File: config.mk
export PLATFORM = sky130hd
export DESIGN_NAME = forth_core
export DESIGN_NICKNAME = d
export VERILOG_FILES = /design/src/hw/forth_isa_pkg.sv /design/src/hw/stack_cfg_pkg.sv /design/src/hw/credit_fifo.sv /design/src/hw/data_stack.sv /design/src/hw/emit_port.sv /design/src/hw/forth_alu.sv /design/src/hw/forth_core.sv /design/src/hw/forth_decode.sv
export SDC_FILE = /design/constraint.sdc
export NUM_CORES = 1
export LEC_CHECK = 0
export ABC_AREA = 1
export BUFFER_PORTS_ARGS = -buffer_cell sky130_fd_sc_hd__clkbuf_2
export CAP_MARGIN = 20
export CORE_MARGIN = 4
export CORE_UTILIZATION = 43
export DETAILED_ROUTE_END_ITERATION = 8
export GPL_ROUTABILITY_DRIVEN = 0
export MAX_ROUTING_LAYER = met4
export PLACE_DENSITY = 0.58
export REMOVE_ABC_BUFFERS = 1
export SETUP_SLACK_MARGIN = 0.2
export SLEW_MARGIN = 20
export SYNTH_ARGS = -nofsm -noshare
export SYNTH_HDL_FRONTEND = slang
export SYNTH_HIERARCHICAL = 1
export SYNTH_SLANG_ARGS = --single-unit
export TNS_END_PERCENT = 10
File: constraint.sdc
create_clock -name clk -period 4.4 [get_ports clk]
set_input_delay 0.44 -clock clk [delete_from_list [all_inputs] [get_ports clk]]
set_output_delay 0.44 -clock clk [all_outputs]
set_load 0.01 [all_outputs]
File: src/hw/forth_isa_pkg.sv
// forth instruction set
// opcode and alu encodings plus the instruction word layout
package forth_isa_pkg;

    localparam int OPC_W   = 4;             // opcode field
    localparam int IMM_W   = 16;            // immediate field
    localparam int INSTR_W = OPC_W + IMM_W; // full instruction word

    typedef enum logic [OPC_W-1:0] {
        OP_NOP  = 4'h0,
        OP_LIT  = 4'h1,  // push imm
        OP_DUP  = 4'h2,
        OP_DROP = 4'h3,
        OP_SWAP = 4'h4,
        OP_OVER = 4'h5,
        OP_ADD  = 4'h6,
        OP_SUB  = 4'h7,
        OP_AND  = 4'h8,
        OP_XOR  = 4'h9,
        OP_PICK = 4'ha,  // tos <= item imm, counted from tos
        OP_EMIT = 4'hb   // pop tos to the output
    } forth_op_e;

    typedef enum logic [2:0] {
        ALU_PASS,        // forward tos
        ALU_ADD,
        ALU_SUB,
        ALU_AND,
        ALU_XOR
    } alu_op_e;

    // opcode in the upper bits
    typedef struct packed {
        logic [OPC_W-1:0] opc;
        logic [IMM_W-1:0] imm;
    } forth_instr_t;

endpackage

File: src/hw/stack_cfg_pkg.sv
// data stack and flow control configuration
package stack_cfg_pkg;

    localparam int DATA_W       = 16;                  // stack cell width
    localparam int STACK_DEPTH  = 16;                  // total cells incl tos and nos
    localparam int SP_W         = 5;                   // holds 0..STACK_DEPTH
    localparam int MEM_DEPTH    = STACK_DEPTH - 2;     // cells below nos
    localparam int MEM_AW       = $clog2(MEM_DEPTH);

    localparam int IN_CREDITS   = 4;                   // input queue depth
    localparam int FIFO_AW      = $clog2(IN_CREDITS);

    localparam int SINK_CREDITS = 2;                   // initial sink credits
    localparam int CRED_W       = $clog2(SINK_CREDITS + 1);

endpackage

File: src/hw/credit_fifo.sv
// instruction input queue
// circular buffer, one credit back to the source per entry handed to decode
`timescale 1ns/100ps

module credit_fifo
    import forth_isa_pkg::*;
    import stack_cfg_pkg::*;
(
    input  logic               clk,
    input  logic               arst_n,
    input  logic               in_valid,   // source holds a credit
    input  logic [INSTR_W-1:0] in_instr,
    output logic               in_credit,  // one pulse per dequeue
    output logic               q_valid,
    output logic [INSTR_W-1:0] q_instr,
    input  logic               q_take
);

    logic [INSTR_W-1:0] mem [IN_CREDITS];
    logic [FIFO_AW:0]   wr_ptr;            // extra bit tells full from empty
    logic [FIFO_AW:0]   rd_ptr;
    logic [FIFO_AW:0]   fill;
    logic               deq;

    assign fill    = wr_ptr - rd_ptr;
    assign q_valid = (fill != '0);
    assign q_instr = mem[rd_ptr[FIFO_AW-1:0]];
    assign deq     = q_valid && q_take;

    always_ff @(posedge clk or negedge arst_n) begin
        if (!arst_n) begin
            wr_ptr    <= '0;
            rd_ptr    <= '0;
            in_credit <= 1'b0;
        end else begin
            if (in_valid) wr_ptr <= wr_ptr + 1'b1;  // credit rule keeps this from full
            if (deq)      rd_ptr <= rd_ptr + 1'b1;
            in_credit <= deq;                       // slot freed, hand credit back
        end
    end

    always_ff @(posedge clk) begin
        if (in_valid) mem[wr_ptr[FIFO_AW-1:0]] <= in_instr;
    end

endmodule

File: src/hw/data_stack.sv
// stack execute stage
// tos and nos in registers, deeper cells in memory, depth checks with sticky error
`timescale 1ns/100ps

module data_stack
    import forth_isa_pkg::*;
    import stack_cfg_pkg::*;
(
    input  logic              clk,
    input  logic              arst_n,
    input  logic              dec_valid,
    input  forth_op_e         dec_op,
    input  alu_op_e           dec_alu,
    input  logic [IMM_W-1:0]  dec_imm,
    input  logic [1:0]        dec_pops,
    input  logic [1:0]        dec_pushes,
    input  logic              dec_emit,
    output logic              dec_ready,
    output logic              emit_valid,
    output logic [DATA_W-1:0] emit_data,
    input  logic              emit_ready,
    output logic              stack_err
);

    logic [DATA_W-1:0] mem [MEM_DEPTH];
    logic [DATA_W-1:0] tos, nos;
    logic [DATA_W-1:0] tos_nxt, nos_nxt;
    logic [DATA_W-1:0] alu_res, mem_rdata, pick_val;
    logic [SP_W-1:0]   cnt;                 // items on the stack
    logic [SP_W-1:0]   cnt_nxt;
    logic [MEM_AW-1:0] mem_ptr;             // next free memory cell
    logic [MEM_AW-1:0] pick_addr, mem_raddr;
    logic              need_ok, room_ok, viol;
    logic              exec, do_op, grow;

    forth_alu u_alu (
        .alu_op (dec_alu),
        .tos    (tos),
        .nos    (nos),
        .result (alu_res)
    );

    assign mem_ptr   = MEM_AW'(cnt - SP_W'(2));            // cells below nos
    assign pick_addr = mem_ptr + MEM_AW'(1) - dec_imm[MEM_AW-1:0];  // pointer plus offset
    assign mem_raddr = (dec_op == OP_PICK) ? pick_addr : mem_ptr - 1'b1;  // pop reads ptr-1
    assign mem_rdata = mem[mem_raddr];

    // depth checks against the decoded effect
    assign cnt_nxt = cnt + SP_W'(dec_pushes) - SP_W'(dec_pops);
    assign need_ok = (cnt >= SP_W'(dec_pops))
                  && ((dec_op != OP_PICK) || (IMM_W'(cnt) > dec_imm));  // pick needs imm+1
    assign room_ok = (cnt_nxt <= SP_W'(STACK_DEPTH));
    assign viol    = !(need_ok && room_ok);

    assign dec_ready  = viol || !dec_emit || emit_ready;  // only a live emit waits
    assign exec       = dec_valid && dec_ready;
    assign do_op      = exec && !viol;
    assign grow       = dec_pushes > dec_pops;
    assign emit_valid = dec_valid && dec_emit && !viol;  // skipped emit sends nothing
    assign emit_data  = tos;

    always_comb begin
        case (dec_imm)
            IMM_W'(0): pick_val = tos;     // pick 0 is dup in place
            IMM_W'(1): pick_val = nos;
            default:   pick_val = mem_rdata;
        endcase
    end

    always_comb begin
        tos_nxt = tos;
        nos_nxt = nos;
        case (dec_op)
            OP_LIT: begin
                tos_nxt = DATA_W'(dec_imm);
                nos_nxt = tos;
            end
            OP_DUP:  nos_nxt = tos;
            OP_OVER, OP_SWAP: begin         // over also pushes old nos below
                tos_nxt = nos;
                nos_nxt = tos;
            end
            OP_DROP, OP_EMIT: begin
                tos_nxt = nos;
                nos_nxt = mem_rdata;        // refill from memory
            end
            OP_ADD, OP_SUB, OP_AND, OP_XOR: begin
                tos_nxt = alu_res;
                nos_nxt = mem_rdata;
            end
            OP_PICK: tos_nxt = pick_val;
            default: ;
        endcase
    end

    always_ff @(posedge clk or negedge arst_n) begin
        if (!arst_n) begin
            cnt       <= '0;
            stack_err <= 1'b0;
        end else begin
            if (do_op) cnt <= cnt_nxt;
            if (exec && viol) stack_err <= 1'b1;  // sticky
        end
    end

    always_ff @(posedge clk) begin
        if (do_op) begin
            tos <= tos_nxt;
            nos <= nos_nxt;
            if (grow && (cnt >= SP_W'(2))) mem[mem_ptr] <= nos;  // spill nos
        end
    end

endmodule

File: src/hw/emit_port.sv
// emit output port
// one-entry holding register, registered out_valid paced by sink credits
`timescale 1ns/100ps

module emit_port
    import stack_cfg_pkg::*;
(
    input  logic              clk,
    input  logic              arst_n,
    input  logic              emit_valid,
    input  logic [DATA_W-1:0] emit_data,
    output logic              emit_ready,
    output logic              out_valid,
    output logic [DATA_W-1:0] out_data,
    input  logic              out_credit
);

    logic [DATA_W-1:0] hold_data;
    logic              hold_valid;
    logic [CRED_W-1:0] credits;       // sink credits on hand
    logic [CRED_W-1:0] credits_nxt;
    logic              send;
    logic              accept;

    assign credits_nxt = credits + CRED_W'(out_credit) - CRED_W'(out_valid);
    assign send        = hold_valid && (credits_nxt != '0);  // credit still there next cycle
    assign emit_ready  = !hold_valid || send;                // free or draining
    assign accept      = emit_valid && emit_ready;

    always_ff @(posedge clk or negedge arst_n) begin
        if (!arst_n) begin
            hold_valid <= 1'b0;
            out_valid  <= 1'b0;
            credits    <= CRED_W'(SINK_CREDITS);
        end else begin
            credits   <= credits_nxt;
            out_valid <= send;                    // single cycle pulse
            if (accept)    hold_valid <= 1'b1;
            else if (send) hold_valid <= 1'b0;
        end
    end

    always_ff @(posedge clk) begin
        if (accept) hold_data <= emit_data;
        if (send)   out_data  <= hold_data;      // old value leaves as new one lands
    end

endmodule

File: src/hw/forth_alu.sv
// stack alu, nos op tos with 16 bit wraparound
`timescale 1ns/100ps

module forth_alu
    import forth_isa_pkg::*;
    import stack_cfg_pkg::*;
(
    input  alu_op_e           alu_op,
    input  logic [DATA_W-1:0] tos,
    input  logic [DATA_W-1:0] nos,
    output logic [DATA_W-1:0] result
);

    always_comb begin
        case (alu_op)
            ALU_ADD: result = nos + tos;  // carry dropped
            ALU_SUB: result = nos - tos;  // second minus top
            ALU_AND: result = nos & tos;
            ALU_XOR: result = nos ^ tos;
            default: result = tos;        // pass
        endcase
    end

endmodule

File: src/hw/forth_core.sv
// forth execution core
// input queue, decode, stack execute and emit port in a chain
`timescale 1ns/100ps

module forth_core
    import forth_isa_pkg::*;
    import stack_cfg_pkg::*;
(
    input  logic               clk,
    input  logic               arst_n,
    input  logic               in_valid,
    input  logic [INSTR_W-1:0] in_instr,
    output logic               in_credit,
    output logic               out_valid,
    output logic [DATA_W-1:0]  out_data,
    input  logic               out_credit,
    output logic               stack_err
);

    logic               q_valid, q_take;
    logic [INSTR_W-1:0] q_instr;
    logic               dec_valid, dec_ready, dec_emit;
    forth_op_e          dec_op;
    alu_op_e            dec_alu;
    logic [IMM_W-1:0]   dec_imm;
    logic [1:0]         dec_pops, dec_pushes;
    logic               emit_valid, emit_ready;
    logic [DATA_W-1:0]  emit_data;

    credit_fifo u_fifo (
        .clk, .arst_n, .in_valid, .in_instr, .in_credit,
        .q_valid, .q_instr, .q_take
    );

    forth_decode u_decode (
        .clk, .arst_n, .q_valid, .q_instr, .q_take,
        .dec_valid, .dec_op, .dec_alu, .dec_imm,
        .dec_pops, .dec_pushes, .dec_emit, .dec_ready
    );

    data_stack u_stack (
        .clk, .arst_n, .dec_valid, .dec_op, .dec_alu, .dec_imm,
        .dec_pops, .dec_pushes, .dec_emit, .dec_ready,
        .emit_valid, .emit_data, .emit_ready, .stack_err
    );

    emit_port u_emit (
        .clk, .arst_n, .emit_valid, .emit_data, .emit_ready,
        .out_valid, .out_data, .out_credit
    );

endmodule

File: src/hw/forth_decode.sv
// instruction decode stage
// registers opcode, stack effect, alu op and emit flag for the stack stage
`timescale 1ns/100ps

module forth_decode
    import forth_isa_pkg::*;
(
    input  logic               clk,
    input  logic               arst_n,
    input  logic               q_valid,
    input  logic [INSTR_W-1:0] q_instr,
    output logic               q_take,
    output logic               dec_valid,
    output forth_op_e          dec_op,
    output alu_op_e            dec_alu,
    output logic [IMM_W-1:0]   dec_imm,
    output logic [1:0]         dec_pops,    // items consumed, also the minimum depth
    output logic [1:0]         dec_pushes,  // items produced
    output logic               dec_emit,
    input  logic               dec_ready
);

    forth_instr_t instr;
    forth_op_e    op_d;
    alu_op_e      alu_d;
    logic [1:0]   pops_d;
    logic [1:0]   pushes_d;
    logic         load;

    assign instr  = forth_instr_t'(q_instr);
    assign q_take = !dec_valid || dec_ready;  // empty or draining
    assign load   = q_take && q_valid;

    always_comb begin
        op_d     = OP_NOP;
        alu_d    = ALU_PASS;
        pops_d   = 2'd0;
        pushes_d = 2'd0;
        case (instr.opc)
            OP_LIT:  begin op_d = OP_LIT;  pushes_d = 2'd1; end
            OP_DUP:  begin op_d = OP_DUP;  pops_d = 2'd1; pushes_d = 2'd2; end
            OP_OVER: begin op_d = OP_OVER; pops_d = 2'd2; pushes_d = 2'd3; end
            OP_SWAP: begin op_d = OP_SWAP; pops_d = 2'd2; pushes_d = 2'd2; end
            OP_DROP: begin op_d = OP_DROP; pops_d = 2'd1; end
            OP_EMIT: begin op_d = OP_EMIT; pops_d = 2'd1; end
            OP_ADD:  begin op_d = OP_ADD;  alu_d = ALU_ADD; pops_d = 2'd2; pushes_d = 2'd1; end
            OP_SUB:  begin op_d = OP_SUB;  alu_d = ALU_SUB; pops_d = 2'd2; pushes_d = 2'd1; end
            OP_AND:  begin op_d = OP_AND;  alu_d = ALU_AND; pops_d = 2'd2; pushes_d = 2'd1; end
            OP_XOR:  begin op_d = OP_XOR;  alu_d = ALU_XOR; pops_d = 2'd2; pushes_d = 2'd1; end
            OP_PICK: begin op_d = OP_PICK; pops_d = 2'd1; pushes_d = 2'd1; end  // imm depth checked later
            default: ;                                                          // unknown is nop
        endcase
    end

    always_ff @(posedge clk or negedge arst_n) begin
        if (!arst_n) dec_valid <= 1'b0;
        else if (q_take) dec_valid <= q_valid;
    end

    always_ff @(posedge clk) begin
        if (load) begin
            dec_op     <= op_d;
            dec_alu    <= alu_d;
            dec_imm    <= instr.imm;
            dec_pops   <= pops_d;
            dec_pushes <= pushes_d;
            dec_emit   <= (op_d == OP_EMIT);
        end
    end

endmodule

**Word-level counts from Yosys, hierarchy flattened**

Memories as Yosys holds them, arrays and structs flattened.
Cells that the tools add are included.
W data, S select, Z words.

- Divide/modulo/power cells: 0
- Mux-type cells: 16
- Equality and inequality tests: 31
- Order comparisons: 5
- Shifts and indexed selects: 0
- Add/subtract/negate cells: 13
- $mul: 0
- Reduce and logical (&&, ||, !) cells: 36
- Bitwise operators: 2

Operator list:

| kind | number |
|---|---|
| $pmux W16 S4 | 2 |
| $pmux W16 S2 | 2 |
| $pmux W4 S11 | 1 |
| $eq A4 B4 Y1 const B | 9 |
| $eq A4 B3 Y1 const B | 8 |
| $reduce_or A6 Y1 | 3 |
| $add A16 B16 Y16 | 1 |
| $and A16 B16 Y16 | 1 |
| $eq A16 B1 Y1 const B | 1 |
| $eq A4 B2 Y1 const B | 4 |
| $gt A5 B16 Y1 | 1 |
| $logic_not A16 Y1 | 1 |
| $reduce_or A4 Y1 | 4 |
| $sub A16 B16 Y16 | 1 |
| $xor A16 B16 Y16 | 1 |
| $pmux W3 S4 | 1 |
| $logic_and A1 B1 Y1 | 11 |
| $eq A4 B1 Y1 const B | 2 |
| $mux W1 | 7 |
| $add A3 B1 Y3 const B | 2 |
| $eq A3 B2 Y1 const B | 2 |
| $pmux W2 S3 | 1 |
| $reduce_bool A2 Y1 | 3 |
| $add A5 B2 Y5 | 1 |
| 26 further kinds | 33 |

- Memory bits (writable): 304
- Bits of input ports: 24
- Memories: 2
- Memory bits (read-only): 0
- Flip-flop bits (word level): 110
- Word-level logic and storage cells: 124
- Bits in latches: 0

Memory list:

| name | depth | width | read ports | clocked after memory_dff | wr ports | line | text |
|---|---|---|---|---|---|---|---|
| u_stack.mem | 14 | 16 | 1 | 0 | 1 | data_stack.sv:25 | `logic [DATA_W-1:0] mem [MEM_DEPTH];` |
| u_fifo.mem | 4 | 20 | 1 | 0 | 1 | credit_fifo.sv:19 | `logic [INSTR_W-1:0] mem [IN_CREDITS];` |

**Depth between registers and ports, before layout**

- Depth in word-level cells: 11
- Mapped depth: 21
- Depth with buffers taken out: 21

**Hierarchy**

Netlist, hierarchy kept.

By module, submodules not included:

| module | cells an instance | times used | area an instance (um^2) |
|---|---|---|---|
| data_stack | 1279 | 1 | 12804.8 |
| credit_fifo | 251 | 1 | 3418.3 |
| forth_alu | 324 | 1 | 1811.7 |
| emit_port | 59 | 1 | 1176.1 |
| forth_decode | 62 | 1 | 1018.5 |

**Least setup slack after synthesis**

OpenSTA, ideal clock, no wires.

- Kind: register to register
- Start: reg u_stack.cnt[1]
- End: reg u_decode.dec_alu[0], enable pin
- Cell stages (with the launch flop): 10
- Required time: 3978 ps
- Setup slack: 444 ps
- Clock period less this slack: 3956 ps
- Arrival: 3534 ps
- Setup time: 422 ps
- Cells stage by stage: dfrtp_1 inv_1 fa_1 fa_1 o21ai_0 xnor2_1 nand2_1 nand4_1 inv_1 a21oi_1

- Word-level cells in the longest chain between the ends: 9
- Elaborated cells between the ends (all ways): 13
- Classes of those cells: 2 x add/sub; 3 x order compare; 8 x reduce/logical

RTL lines:

| item | line | text |
|---|---|---|
| start: declaration | data_stack.sv:29 | `logic [SP_W-1:0] cnt;` |
| start signal: assignment | data_stack.sv:101 | `if (do_op) cnt <= cnt_nxt;` |
| $add A5 B2 Y5 / $gt A5 B16 Y1 (equally long branches) | data_stack.sv:49, data_stack.sv:51 |  |
| $sub A5 B2 Y5 / $logic_or A1 B1 Y1 (equally long branches) | data_stack.sv:49, data_stack.sv:51 |  |
| $le A5 B5 Y1 / $logic_and A1 B1 Y1 (equally long branches) | data_stack.sv:52, data_stack.sv:51 |  |
| $logic_and A1 B1 Y1 * | data_stack.sv:53 | `assign viol = !(need_ok && room_ok);` |
| $logic_not A1 Y1 * | data_stack.sv:53 |  |
| $logic_or A1 B1 Y1 * (2 in a row) | data_stack.sv:55 | `assign dec_ready = viol \|\| !dec_emit \|\| emit_ready;` |
| named net dec_ready | forth_core.sv:22 | `logic dec_valid, dec_ready, dec_emit;` |
| $logic_or A1 B1 Y1 * | forth_decode.sv:31 | `assign q_take = !dec_valid \|\| dec_ready;` |
| $logic_and A1 B1 Y1 * | forth_decode.sv:32 | `assign load = q_take && q_valid;` |
| named net u_decode.load | forth_decode.sv:28 | `logic load;` |
| end signal: assignment | forth_decode.sv:63 | `dec_alu <= alu_d;` |
| end: declaration | forth_decode.sv:15 | `output alu_op_e dec_alu,` |

The timed path passes the listed nets; every way through them passes the cells marked *.
A chain may end at the register's enable or synchronous reset.

**Worst setup path in the final report**

- Start: reg u_stack.cnt[1]
- End: reg u_stack.tos[8], in the netlist u_stack/emit_data[8], data pin

- Word-level cells in the longest chain between the ends: 7
- Elaborated cells between the ends (all ways): 8
- Classes of those cells: 4 x add/sub; 3 x mux; 1 x memory

RTL lines:

| item | line | text |
|---|---|---|
| $sub A4 B2 Y4 * | data_stack.sv:43 | `assign mem_ptr = MEM_AW'(cnt - SP_W'(2));` |
| $add A4 B1 Y4 | data_stack.sv:44 | `assign pick_addr = mem_ptr + MEM_AW'(1) - dec_imm[MEM_AW-1:0];` |
| $sub A4 B4 Y4 | data_stack.sv:44 |  |
| $mux W4 * | data_stack.sv:45 | `assign mem_raddr = (dec_op == OP_PICK) ? pick_addr : mem_ptr - 1'b1;` |
| $mem_v2 Z14 W16 * | -- |  |
| $pmux W16 S2 * | data_stack.sv:63 | `case (dec_imm)` |
| $pmux W16 S4 * | data_stack.sv:73 | `case (dec_op)` |
| named net u_stack.tos_nxt[8] | data_stack.sv:27 | `logic [DATA_W-1:0] tos_nxt, nos_nxt;` |
| end signal: assignment | data_stack.sv:108 | `tos <= tos_nxt;` |
| end: declaration | data_stack.sv:26 | `logic [DATA_W-1:0] tos, nos;` |

Marks and branches as above.

==> flow_summary_export.csv <==
group,metric,value,unit
drt,finalWirelength,52200,µm
sta,period_minus_slack,3.69,ns
min_path,hold_path.class,"input pin to flop",
sta,fin_hold_ws,0.0770,ns
sta,worst_slew_pin_slew,0.991,ns
final_layout,layout_common_cells,"nand2_1, edfxtp_1, inv_1",
final_layout,regArea,12300,µm²
critical_path,crit_type,"flop to flop",
status,status,"finished clean",
sta,hold_viol,0,
yosys,async_flop_share,4.35,%
drt,antenna_left,0,
critical_path,r2r_start,"u_stack/cnt[1]$_DFFE_PN0P_",
final_layout,multi_input_area,6400,µm²
floorplan,num_rows,79,
drt,vias_per_cell,5.34,
sta,setup_viol,0,
sta,rsz0062_at_grt,"false",
grt,grt_pass1_vias,13685,
min_path,whs_path_depth,1,
clock_network,cts_tree,"yes",
floorplan,fp.dieH,225,µm
floorplan,die_x,225,µm
critical_path,rrSetupSlack,0.71,ns
clock_network,cts_num_sinks,414,
final_layout,fin_nets,2137,
final_layout,fin_util,49.0,%
yosys,yosysWarnings,6,
final_layout,final_layout_size_suffix_gt1_share,10.3,%
final_layout,final_common_cell,"nand2_1",
critical_path,r2r-end,"u_stack/emit_data[8]$_DFFE_PP_",
clock_network,cts_setup_buffers,0,
sta,finClkSkew,0.0168,ns
floorplan,die_area,50600,µm²
yosys,synth_area,20200,µm²
grt,grt_start_max_net_pins,49,
clock_network,clk_latency,0.58,ns
drt,dr.pass1.iters,6,
critical_path,critPathLaunchType,"flop",
drt,drc,0,
final_layout,n_fill_cell,4236,
sta,maxSlewHeadroom,33.9,%
yosys,ys.flop_type,"edfxtp_1",
sta,setup-tns-final,0,ns
min_path,min-delay-start,"in_instr[17]",
grt,grt_usage,21.0,%
clock_network,cts_buffer_depth,3,
run,cap_violations,0,
sta,period_share,83.9,%
place,portBuffers,42,
clock_network,cts-root-buf,"clkbuf_16",
yosys,syn_inst,1975,
drt,via_count,14334,
yosys,synth.distinct_cells,47,
yosys,ys_seq_area_share,61.0,%
grt,antenna_found_initial,1,
place,dp_hpwl,35800,µm
clock_network,cts_max_level,2,
critical_path,worst_ep_arrival_time,4.12,ns
final_layout,area_delta_synth_final,12.8,%
sta,maxSlewViolCount,0,
sta,max_freq,271,MHz
min_path,hold_end,"u_fifo/mem[3][17]$_DFFE_PP_",
critical_path,ff2ff_path_depth,18,
critical_path,critical_path_required,4.83,ns
clock_network,clk_pin_slew,0.06,ns
yosys,synth_edf_count,396,
grt,grt_pass1_wl,79300,µm
critical_path,end_kind,"flop",
grt,grt-ovfl-total,0,
clock_network,cts_buffers,47,
critical_path,crit_fanout,17,
drt,detail_route.iter0.violations,1394,
yosys,syn_avg_cell_area,10.2,µm²
yosys,ys_seq_elements,414,
floorplan,core,46600,µm²
floorplan,io_pins,43,
drt,routedWlPerCell,19.5,µm
final_layout,antennaDiodeCount,0,
floorplan,start_util,43.5,%
logic make-up after synthesis:
family,after synthesis,share of synthesized area (%)
XOR/XNOR,22,0.953
flip-flops,414,61.0
AO/OA/AOI/OAI,196,5.68
adder cells (fa/ha/maj),73,4.66
buffers and inverters,378,7.58
AND/OR/NAND/NOR,892,20.1
metrics by stage:
stage / cell area (µm²) / worst slack, ns / cells
floorplan: 19800 / 0.444 / 1898
global placement: 21200 / 0.568 / 2597
detailed placement: 21200 / 0.540 / 2597
CTS: 22800 / 0.527 / 2685
global route: 22800 / 0.362 / 2685
finish: 22800 / 0.708 / 2685
synth_stat cells (17+ instances only):
master    number  area [µm²]
a21oi_1       44         220
buf_2         37         185
clkbuf_1      26        97.6
dfrtp_1       17         425
edfxtp_1     396       11900
ha_1          69         863
inv_1        288        1080
nand2_1      403        1510
nand3_1      255        1280
nand3b_1      54         405
nand4_1       18         113
nor2_1       127         477
o21ai_0       41         205
o21ai_1       40         200
o22ai_1       20         125
metal layers:
metal  GRT usage (%)  wire [µm]  part of all wire (%)
met5               -          0                     0
met4            5.93       1120                   2.2
met2            35.5      26200                    50
met1            27.0      21700                    42
met3            2.63       3270                   6.3
area by class of cell:
type,count,share of cell area (%)
Sequential cell,414,54.1
Inverter,301,4.95
Clock inverter,28,1.39
Tap cell,607,3.33
Timing Repair Buffer,93,2.72
Multi-Input combinational cell,1183,28.0
Clock buffer,59,5.49
state kept, by name, indices dropped and copies added (netlist names), 3 cells and up:
| register | cells |
|---|---|
| u_decode/dec_imm | 16 |
| u_stack/mem | 224 |
| u_fifo/wr_ptr | 3 |
| u_stack/nos | 16 |
| u_stack/cnt | 5 |
| u_fifo/rd_ptr | 3 |
| u_emit/out_data | 16 |
| u_decode/dec_op | 4 |
| u_stack/emit_data | 16 |
| u_fifo/mem | 80 |
| u_emit/hold_data | 16 |
| u_decode/dec_alu | 3 |
critical path, cell delays in order, from the launching register on:
cell and delay [ns]:
dfrtp_1 0.52, inv_1 0.16, ha_1 0.39, inv_1 0.10, ha_1 0.30, fa_1 0.44, inv_1 0.06, nand2_1 0.06
nand2_1 0.06, nand2_1 0.06, nand3_2 0.07, nand2_1 0.05, nand2_1 0.07, nand2_2 0.21, inv_2 0.36, nand3_1 0.29
nand3_1 0.14, nand2_1 0.06, a21oi_1 0.13
worst max path at each step:
| stage | from | endpoint | slack, ns | cells past startpoint |
|---|---|---|---|---|
| after global routing | u_stack/cnt[0]$_DFFE_PN0P_ | u_stack/mem[2][2]$_DFFE_PP_ | 0.36 | 14 |
| after CTS | u_stack/cnt[1]$_DFFE_PN0P_ | u_stack/mem[8][7]$_DFFE_PP_ | 0.53 | 11 |
| after floorplan | u_stack/cnt[1]$_DFFE_PN0P_ | u_decode/dec_alu[0]$_DFFE_PP_ | 0.44 | 9 |
| after global placement | u_stack/cnt[1]$_DFFE_PN0P_ | u_stack/mem[8][3]$_DFFE_PP_ | 0.57 | 14 |
| after detailed placement | u_stack/cnt[1]$_DFFE_PN0P_ | u_stack/mem[8][4]$_DFFE_PP_ | 0.54 | 11 |
| final | u_stack/cnt[1]$_DFFE_PN0P_ | u_stack/emit_data[8]$_DFFE_PP_ | 0.71 | 18 |
timing repair:
item | in CTS | in global routing
endpoints found under the setup margin | 0 | 79
resized for setup | 0 | 1
endpoints found under the hold margin | 17 | 0
hold buffers | 1 | 0
Power is not shown: default switching activity piles up to over one toggle a cycle in this logic, so the estimate is an artifact.
